<file path="src/logic/ring_pkg.sv">
// =========================================================
// Host ring channel shared definitions: memory request kinds,
// Wishbone widths and register byte offsets
// =========================================================
`default_nettype none

package ring_pkg;

    // Kind of request placed on the memory write port
    typedef enum logic
    {
        REQ_LINE  = 1'b0,
        REQ_FENCE = 1'b1
    } req_type_t;

    // Register byte offset width on the Wishbone slave port
    localparam int WB_ADDR_WIDTH = 4;

    // Data width of the Wishbone slave port
    localparam int WB_DATA_WIDTH = 32;

    // Register map, byte offsets
    localparam logic [WB_ADDR_WIDTH-1:0] REG_CTRL      = 4'd0;
    localparam logic [WB_ADDR_WIDTH-1:0] REG_BASE      = 4'd4;
    localparam logic [WB_ADDR_WIDTH-1:0] REG_OLDEST    = 4'd8;
    localparam logic [WB_ADDR_WIDTH-1:0] REG_PUBLISHED = 4'd12;

endpackage

`default_nettype wire

</file>
<file path="src/logic/line_fifo.sv">
// =========================================================
// Two-entry line buffer between the producer and the writer
// =========================================================
`timescale 1ns/1ns
`default_nettype none

module line_fifo
#(
    parameter int DATA_WIDTH = 64
)
(
    input  logic                  clk,
    input  logic                  resetb,

    input  logic [DATA_WIDTH-1:0] enq_data,
    input  logic                  enq_en,
    output logic                  not_full,

    output logic [DATA_WIDTH-1:0] first,
    input  logic                  deq_en,
    output logic                  not_empty
);

    // Entry 0 is always the head, entry 1 the line behind it
    logic [DATA_WIDTH-1:0] entry0;
    logic [DATA_WIDTH-1:0] entry1;
    logic [1:0]            count;

    logic do_enq;
    logic do_deq;

    assign not_full  = (count != 2'd2);
    assign not_empty = (count != 2'd0);
    assign first     = entry0;

    // Only act on requests the buffer can honor
    assign do_enq = enq_en && not_full;
    assign do_deq = deq_en && not_empty;

    // Occupancy count
    always_ff @(posedge clk)
    begin
        if (!resetb)
        begin
            count <= 2'd0;
        end
        else if (do_enq && !do_deq)
        begin
            count <= count + 2'd1;
        end
        else if (do_deq && !do_enq)
        begin
            count <= count - 2'd1;
        end
    end

    // Payload shifts toward the head on a dequeue
    always_ff @(posedge clk)
    begin
        if (do_deq)
        begin
            // The second entry moves up, or a new line lands straight at the head
            if (count == 2'd2)
                entry0 <= entry1;
            else if (do_enq)
                entry0 <= enq_data;
        end
        else if (do_enq)
        begin
            if (count == 2'd0)
                entry0 <= enq_data;
            else
                entry1 <= enq_data;
        end
    end

endmodule

`default_nettype wire

</file>
<file path="src/logic/ring_csr.sv">
// =========================================================
// Wishbone classic register block that steers the ring writer:
// enable, ring base, host oldest index and published index
// =========================================================
`timescale 1ns/1ns
`default_nettype none

module ring_csr
    import ring_pkg::*;
#(
    parameter int IDX_WIDTH  = 6,
    parameter int ADDR_WIDTH = 32
)
(
    input  logic                     clk,
    input  logic                     resetb,

    // Wishbone classic slave
    input  logic                     wb_cyc,
    input  logic                     wb_stb,
    input  logic                     wb_we,
    input  logic [WB_ADDR_WIDTH-1:0] wb_adr,
    input  logic [WB_DATA_WIDTH-1:0] wb_dat_w,
    output logic [WB_DATA_WIDTH-1:0] wb_dat_r,
    output logic                     wb_ack,

    // Writer control
    output logic                     ring_en,
    output logic [ADDR_WIDTH-1:0]    ring_base,
    output logic [IDX_WIDTH-1:0]     oldest_idx,
    input  logic [IDX_WIDTH-1:0]     published_idx
);

    // =========================================================
    // Bus handshake
    // =========================================================

    // Set once a transfer has been acknowledged and held until strobe drops
    logic ack_done;

    // A new transfer is seen when the master strobes and nothing is pending
    logic wb_req;
    assign wb_req = wb_cyc && wb_stb && !wb_ack && !ack_done;

    always_ff @(posedge clk)
    begin
        if (!resetb)
        begin
            wb_ack   <= 1'b0;
            ack_done <= 1'b0;
        end
        else
        begin
            // Single-cycle acknowledge on the edge after the request
            wb_ack <= wb_req;

            if (!wb_stb)
                ack_done <= 1'b0;
            else if (wb_ack)
                ack_done <= 1'b1;
        end
    end

    // =========================================================
    // Registers
    // =========================================================

    // Writes take effect on the same edge that raises the acknowledge
    always_ff @(posedge clk)
    begin
        if (!resetb)
        begin
            ring_en    <= 1'b0;
            ring_base  <= '0;
            oldest_idx <= '0;
        end
        else if (wb_req && wb_we)
        begin
            case (wb_adr)
                REG_CTRL:   ring_en    <= wb_dat_w[0];
                REG_BASE:   ring_base  <= wb_dat_w[ADDR_WIDTH-1:0];
                REG_OLDEST: oldest_idx <= wb_dat_w[IDX_WIDTH-1:0];
                default:    ;
            endcase
        end
    end

    // Read data follows the address so the ack cycle shows the current value
    always_comb
    begin
        case (wb_adr)
            REG_CTRL:      wb_dat_r = WB_DATA_WIDTH'(ring_en);
            REG_BASE:      wb_dat_r = WB_DATA_WIDTH'(ring_base);
            REG_OLDEST:    wb_dat_r = WB_DATA_WIDTH'(oldest_idx);
            REG_PUBLISHED: wb_dat_r = WB_DATA_WIDTH'(published_idx);
            default:       wb_dat_r = '0;
        endcase
    end

endmodule

`default_nettype wire

</file>
<file path="src/logic/ring_writer.sv">
// =========================================================
// Ring buffer writer: stores lines into the host ring, issues
// fences and publishes the committed index to the host
// =========================================================
`timescale 1ns/1ns
`default_nettype none

module ring_writer
    import ring_pkg::*;
#(
    parameter int DATA_WIDTH = 64,
    parameter int IDX_WIDTH  = 6,
    parameter int ADDR_WIDTH = 32,
    parameter int IDLE_BITS  = 4
)
(
    input  logic                  clk,
    input  logic                  resetb,

    // Head of the input line buffer
    input  logic [DATA_WIDTH-1:0] head_data,
    input  logic                  head_valid,
    output logic                  head_deq,

    // Control from the register block
    input  logic                  ring_en,
    input  logic [ADDR_WIDTH-1:0] ring_base,
    input  logic [IDX_WIDTH-1:0]  oldest_idx,
    output logic [IDX_WIDTH-1:0]  published_idx,

    // Memory write port
    output logic                  mem_req,
    output req_type_t             mem_type,
    output logic [ADDR_WIDTH-1:0] mem_addr,
    output logic [DATA_WIDTH-1:0] mem_data,
    input  logic                  mem_gnt,
    input  logic                  mem_ready
);

    typedef enum logic [1:0]
    {
        ST_WAIT_EMPTY,
        ST_WAIT_DATA,
        ST_EMIT_FENCE
    } state_t;

    state_t state;

    // =========================================================
    // Ring indices
    // =========================================================

    // Next entry to write
    logic [IDX_WIDTH-1:0] cur_idx;
    logic [IDX_WIDTH-1:0] next_idx;
    assign next_idx = cur_idx + IDX_WIDTH'(1);

    // One slot stays free so that a full ring differs from an empty one
    logic room;
    assign room = (next_idx != oldest_idx);

    // Fence once a quarter of the ring has been written since the last publish
    logic flush_for_writes;
    assign flush_for_writes = (cur_idx[IDX_WIDTH-2] != published_idx[IDX_WIDTH-2]);

    // =========================================================
    // Request generation
    // =========================================================

    // Remembers a request left waiting for a grant so it is held until granted
    logic req_wait;

    logic new_req;
    logic line_gnt;
    logic fence_gnt;
    logic req_stall;

    // Fences ignore room since they never add entries
    assign new_req = ring_en &&
                     ((state == ST_EMIT_FENCE) || (head_valid && room));

    assign mem_req   = req_wait || new_req;
    assign req_stall = mem_req && !mem_gnt;

    assign line_gnt  = mem_req && mem_gnt && (state != ST_EMIT_FENCE);
    assign fence_gnt = mem_req && mem_gnt && (state == ST_EMIT_FENCE);

    // The head line leaves the buffer on its grant edge
    assign head_deq = line_gnt;

    // A fence carries no payload, so its data stays fixed while the buffer fills
    assign mem_data = (state == ST_EMIT_FENCE) ? '0 : head_data;
    assign mem_type = (state == ST_EMIT_FENCE) ? REQ_FENCE : REQ_LINE;
    assign mem_addr = (state == ST_EMIT_FENCE) ? '0 :
                      ring_base + ADDR_WIDTH'(cur_idx);

    always_ff @(posedge clk)
    begin
        if (!resetb)
            req_wait <= 1'b0;
        else
            req_wait <= req_stall;
    end

    // =========================================================
    // Idle flush
    // =========================================================

    logic [IDLE_BITS-1:0] idle_cnt;
    logic                 flush_idle_hold;
    logic                 flush_for_idle;

    // The top counter bit requests a flush and the hold keeps it until the fence
    assign flush_for_idle = idle_cnt[IDLE_BITS-1] || flush_idle_hold;

    always_ff @(posedge clk)
    begin
        if (!resetb)
        begin
            flush_idle_hold <= 1'b0;
        end
        else
        begin
            flush_idle_hold <= flush_for_idle && (state != ST_EMIT_FENCE);
        end
    end

    // Idle cycles only count when unfenced lines exist and the port could
    // take a request, so a saturated memory port never forces extra fences
    always_ff @(posedge clk)
    begin
        if (!resetb)
        begin
            idle_cnt <= '0;
        end
        else if ((state != ST_WAIT_DATA) || head_valid)
        begin
            idle_cnt <= '0;
        end
        else if (mem_ready)
        begin
            idle_cnt <= idle_cnt + IDLE_BITS'(1);
        end
    end

    // =========================================================
    // State machine
    // =========================================================

    always_ff @(posedge clk)
    begin
        if (!resetb)
        begin
            state         <= ST_WAIT_EMPTY;
            cur_idx       <= '0;
            published_idx <= '0;
        end
        else
        begin
            case (state)
                ST_WAIT_EMPTY:
                begin
                    // First line since the last publish
                    if (line_gnt)
                    begin
                        state   <= ST_WAIT_DATA;
                        cur_idx <= next_idx;
                    end
                end

                ST_WAIT_DATA:
                begin
                    if (line_gnt)
                        cur_idx <= next_idx;

                    // A waiting line request must finish before switching to the fence
                    if ((flush_for_idle || flush_for_writes) && !req_stall)
                        state <= ST_EMIT_FENCE;
                end

                ST_EMIT_FENCE:
                begin
                    // Everything written so far is now safe for the host to read
                    if (fence_gnt)
                    begin
                        state         <= ST_WAIT_EMPTY;
                        published_idx <= cur_idx;
                    end
                end

                default:
                begin
                    state <= ST_WAIT_EMPTY;
                end
            endcase
        end
    end

endmodule

`default_nettype wire

</file>
<file path="src/logic/host_ring_top.sv">
// =========================================================
// FPGA-to-host message channel: input buffer, register block
// and ring writer on one memory write port
// =========================================================
`timescale 1ns/1ns
`default_nettype none

module host_ring_top
    import ring_pkg::*;
#(
    parameter int DATA_WIDTH = 64,
    parameter int IDX_WIDTH  = 6,
    parameter int ADDR_WIDTH = 32,
    parameter int IDLE_BITS  = 4
)
(
    input  logic                     clk,
    input  logic                     resetb,

    // Producer
    input  logic [DATA_WIDTH-1:0]    tx_data,
    input  logic                     tx_enable,
    output logic                     tx_rdy,

    // Memory write port
    output logic                     mem_req,
    output req_type_t                mem_type,
    output logic [ADDR_WIDTH-1:0]    mem_addr,
    output logic [DATA_WIDTH-1:0]    mem_data,
    input  logic                     mem_gnt,
    input  logic                     mem_ready,

    // Wishbone classic slave
    input  logic                     wb_cyc,
    input  logic                     wb_stb,
    input  logic                     wb_we,
    input  logic [WB_ADDR_WIDTH-1:0] wb_adr,
    input  logic [WB_DATA_WIDTH-1:0] wb_dat_w,
    output logic [WB_DATA_WIDTH-1:0] wb_dat_r,
    output logic                     wb_ack
);

    logic [DATA_WIDTH-1:0] head_data;
    logic                  head_valid;
    logic                  head_deq;

    logic                  ring_en;
    logic [ADDR_WIDTH-1:0] ring_base;
    logic [IDX_WIDTH-1:0]  oldest_idx;
    logic [IDX_WIDTH-1:0]  published_idx;

    // Input buffer absorbs producer lines while the writer waits for grants
    line_fifo #(
        .DATA_WIDTH (DATA_WIDTH)
    ) i_line_fifo (
        .clk       (clk),
        .resetb    (resetb),
        .enq_data  (tx_data),
        .enq_en    (tx_enable),
        .not_full  (tx_rdy),
        .first     (head_data),
        .deq_en    (head_deq),
        .not_empty (head_valid)
    );

    ring_csr #(
        .IDX_WIDTH  (IDX_WIDTH),
        .ADDR_WIDTH (ADDR_WIDTH)
    ) i_ring_csr (
        .clk           (clk),
        .resetb        (resetb),
        .wb_cyc        (wb_cyc),
        .wb_stb        (wb_stb),
        .wb_we         (wb_we),
        .wb_adr        (wb_adr),
        .wb_dat_w      (wb_dat_w),
        .wb_dat_r      (wb_dat_r),
        .wb_ack        (wb_ack),
        .ring_en       (ring_en),
        .ring_base     (ring_base),
        .oldest_idx    (oldest_idx),
        .published_idx (published_idx)
    );

    ring_writer #(
        .DATA_WIDTH (DATA_WIDTH),
        .IDX_WIDTH  (IDX_WIDTH),
        .ADDR_WIDTH (ADDR_WIDTH),
        .IDLE_BITS  (IDLE_BITS)
    ) i_ring_writer (
        .clk           (clk),
        .resetb        (resetb),
        .head_data     (head_data),
        .head_valid    (head_valid),
        .head_deq      (head_deq),
        .ring_en       (ring_en),
        .ring_base     (ring_base),
        .oldest_idx    (oldest_idx),
        .published_idx (published_idx),
        .mem_req       (mem_req),
        .mem_type      (mem_type),
        .mem_addr      (mem_addr),
        .mem_data      (mem_data),
        .mem_gnt       (mem_gnt),
        .mem_ready     (mem_ready)
    );

endmodule

`default_nettype wire

</file>
<file path="config.mk">
export PLATFORM = sky130hd
export DESIGN_NAME = host_ring_top
export DESIGN_NICKNAME = d
export VERILOG_FILES = /design/src/logic/ring_pkg.sv /design/src/logic/line_fifo.sv /design/src/logic/ring_csr.sv /design/src/logic/ring_writer.sv /design/src/logic/host_ring_top.sv
export SDC_FILE = /design/constraint.sdc
export NUM_CORES = 1
export LEC_CHECK = 0
export BUFFER_PORTS_ARGS = -buffer_cell sky130_fd_sc_hd__buf_2
export CORE_MARGIN = 2
export CORE_UTILIZATION = 45
export DETAILED_ROUTE_END_ITERATION = 10
export GPL_TIMING_DRIVEN = 0
export PLACE_DENSITY = 0.75
export SLEW_MARGIN = 15
export SYNTH_ARGS = -nofsm -noshare
export SYNTH_HDL_FRONTEND = slang
export SYNTH_SLANG_ARGS = --single-unit
</file>
<file path="constraint.sdc">
create_clock -name clk -period 6.8 [get_ports clk]
set_clock_uncertainty 0.05 [all_clocks]
set_input_delay 1.36 -clock clk [delete_from_list [all_inputs] [get_ports clk]]
set_output_delay 1.36 -clock clk [all_outputs]
set_load 0.02 [all_outputs]
</file>
==> impl_results.md <==
* Status: finished, final reports clean
* Total die area at 21500 um^2
* Synth Area in XOR/XNOR at 3.64%
* Post-CTS sizing at 0
* Crit path arrival time at 3.51 ns
* Max Fclk at 203 MHz
* Routed vias/inst at 5.16
* Core area at 20100 um^2
* NetSw at 0.710 mW
* Total wire length at 22200 um
* Vias in the first global route at 6778
* Footprint of the multi-input gates at 3800 um^2
* Compound-Gate Fraction of Synth Area at 5.79%
* Worst-Skew Late Latency at 0.43 ns
* Register-to-register setup slack at 3.69 ns
* Setup_tns at 0 ns
* DRC Markers at 0
* Async SR Flop Fraction at 0%
* Wire per inst at 16.9 um
* CP Launch Type: flop
* Mux share of post-synthesis cell area at 12.1%
* Port-buffer cells at 238
* Final net count at 1146
* Register Area at 5100 um^2
* Commonest non-fill, non-tap cells in the layout: buf_2 (244), edfxtp_1 (128), nand2_1 (91), and2_1 (72), dfxtp_1 (63)
* Hold endpoint: i_ring_csr.ring_base[2]
* TritonCTS Buffers at 17
* Pleak at 4.73 nW
* Initial Util at 45.5%
* EDFF count, synth at 128
* Clock group share of total power at 39.0%
* Largest family of logic cells by synthesized area: simple AND/OR/NAND/NOR gates
* Setup violators final at 0
* H-tree levels at 4
* Drt first-iter violations at 357
* Main synth FF type: edfxtp_1
* Int Power at 1.95 mW
* CTS tree: yes
* Ys Warns at 0
* RSZ-0062 raised after global routing: no
* # fillers at 1705
* Setup Crit Path Kind: flop to output port
* Hold_ws at 0.435 ns
* Synth Instances at 768
* Clk buf depth at 2
* Hold_sp: i_ring_csr.ring_base[2]
* Critical path peak fanout at 10
* Sequential share of the synthesized area at 55.9%
* Synth-to-Final Area Change at 24.8%
* Max-slew violation count at 0
* Commonest non-fill, non-tap cell in the layout: buf_2
* Crit path setup slack, layout at 1.88 ns
* First-pass GRT wire length at 34900 um
* Post-CTS setup buffers at 0
* Clock Sinks at 191
* Largest net degree at the start of global routing at 34
* Crit-path slowest cell: a211oi_1
* Layout cells sized above 1 at 32.9%
* Initial antenna violation count at 5
* Worst hold stages at 2
* RePlAce Congestion at 0.927
* Max-cap check violation count at 0
* Mean post-synth cell area at 11.9 um^2
* Hold Vio Cnt, Final at 0
* Sw frac at 26.7%
* Core Rows at 52
* Slew @ Worst Pin at 0.770 ns
* Post-synth cell types at 53
* WP buf/inv at 2
* IO Pins at 240
* Cell area after synthesis at 9140 um^2
* Tot GR Track Use at 20.7%
* 1st-pass router iterations at 5
* Synth Area in Simple Gates at 18.3%
* Power density over cell area at 233 nW/um^2
* Final min period at 4.92 ns
* Max incr delay on CP at 0.66 ns
* Reg2reg end: i_line_fifo.first[46]
* Syn_nets at 886
* Flops & latches, synth at 191
* FF-to-FF path depth at 10
* Maximum vdd drop at 170 uV
* Slew HR at 48.5%
* Final worst-path cycle share at 72.3%
* Die X at 147 um
* Detailed Place HPWL at 16500 um
* CTS root buf: clkbuf_16
* ANT nets after route at 0
* Adder-cell share of the synthesized area at 1.45%
* Hold WC Path Type: flop to flop
* Post-CTS Hold Buffers at 0
* Setup crit end kind: output port
* Die extent in y at 147 um
* Setup WS pre-CTS at 2.34 ns
* Critical R2R Launch: i_ring_writer.cur_idx[0]
* Worst Path Required at 5.39 ns
* Vias after detailed routing at 6786
* Sequential share of power at 50.4%
* Comb pwr share at 10.6%
* Gr ovfl total at 0
* CP Cell Sequence: ha_1 -> fa_1 -> a21o_1 -> a21o_1 -> a211oi_1 -> buf_2 -> nor4_1 -> xnor2_1 -> nor2_1 -> buf_2
* Cell family with most CP delay: compound AO/OA/AOI/OAI gates
* Clk slew on worst S/H paths at 0.08 ns
## power by group through the flow
stage / sequential, mW / combinational (mW) / clock [mW]
2_1_floorplan: 1.37 / 0.160 / 0
3_3_place_gp: 1.37 / 0.265 / 0
3_5_place_dp: 1.37 / 0.283 / 0
4_1_cts: 1.34 / 0.284 / 1.06
5_1_grt: 1.35 / 0.302 / 1.10
6_report: 1.34 / 0.281 / 1.04
## cell usage after synthesis, types with 7 or more instances
cell type / n / share of area, %
mux2_1: 15 / 1.8
nor3_1: 10 / 0.55
nor2b_1: 14 / 0.96
edfxtp_1: 128 / 42
and2_1: 72 / 4.9
and3_1: 31 / 2.1
dfxtp_1: 63 / 14
o21ai_0: 10 / 0.55
inv_1: 9 / 0.37
mux2_4: 49 / 8.1
a21boi_1: 18 / 1.5
a21boi_0: 15 / 1.2
clkbuf_1: 31 / 1.3
nand2_1: 91 / 3.7
nand2b_1: 8 / 0.55
xnor2_1: 21 / 2.0
nor2_1: 47 / 1.9
xor2_1: 17 / 1.6
nand3_1: 7 / 0.38
ha_1: 9 / 1.2
nand4_1: 15 / 1.0
mux2i_1: 19 / 2.1
## metrics by stage
stage / instances / cell area (um^2) / power (mW) / utilization, %
2_1_floorplan: 768 / 9140 / 1.53 / -
3_3_place_gp: 1276 / 10700 / 1.64 / 53.1
3_5_place_dp: 1279 / 10800 / 1.65 / 53.5
4_1_cts: 1311 / 11400 / 2.69 / 56.7
5_1_grt: 1314 / 11400 / 2.75 / 56.7
6_report: 1314 / 11400 / 2.66 / 56.7
## area by class of cell
type,count,area share [%]
Clock buffer,17,3.73
Buffer,44,1.94
Timing Repair Buffer,241,11.0
Multi-Input combinational cell,523,33.3
Inverter,10,0.329
Clock inverter,15,1.90
Tap cell,270,2.96
Antenna cell,3,0.0658
Sequential cell,191,44.8
## registers in the layout, summed over array words and instances (netlist names)
| register | cells |
|---|---|
| i_line_fifo.first | 64 |
| i_ring_writer.published_idx | 6 |
| i_ring_writer.flush_idle_hold | 1 |
| i_ring_writer.cur_idx | 6 |
| i_ring_csr.ring_base | 32 |
| i_ring_csr.oldest_idx | 6 |
| i_ring_csr.ack_done | 1 |
| i_ring_writer.state | 2 |
| i_line_fifo.entry1 | 64 |
| i_line_fifo.count | 2 |
| i_ring_writer.req_wait | 1 |
| i_ring_csr.wb_ack | 1 |
| i_ring_csr.ring_en | 1 |
| i_ring_writer.idle_cnt | 4 |
## worst register-to-register path, cell delays in order (launching register included)
cell	delay, ns
dfxtp_1	0.39
ha_1	0.29
and2_1	0.19
a211o_1	0.28
a31oi_1	0.13
o21ai_1	0.13
nor3_2	0.23
buf_6	0.21
buf_6	0.21
a211o_4	0.40
buf_12	0.27
## kinds of logic after synthesis
kind of cell,Yosys count
AND/OR/NAND/NOR,319
buffers and inverters,54
multiplexers,84
adder cells (fa/ha/maj),10
XOR/XNOR,38
AO/OA/AOI/OAI,72
flip-flops,191
## worst max-delay path by stage
stage | start | to | depth (start not counted) | slack, ns
final | i_ring_writer.cur_idx[0] | mem_addr[30] | 10 | 1.88
after global placement | i_ring_writer.cur_idx[1] | i_line_fifo.entry1[62] | 8 | 0.52
after floorplan | mem_gnt | i_line_fifo.entry1[0] | 3 | 2.07
after detailed placement | i_ring_writer.cur_idx[0] | mem_addr[30] | 10 | 2.34
after CTS | i_ring_writer.cur_idx[0] | mem_addr[30] | 10 | 1.87
after global routing | i_ring_writer.cur_idx[0] | mem_addr[30] | 10 | 1.71
## layer usage
layer / GRT usage [%] / wire [um] / share of wire (%)
met5: 0 / 13 / 0.059
met2: 35.1 / 11000 / 49
met4: 9.37 / 707 / 3.2
met1: 25.2 / 9080 / 41
met3: 4.63 / 1440 / 6.5
No activity file was read; power rests on OpenSTA's default activity.
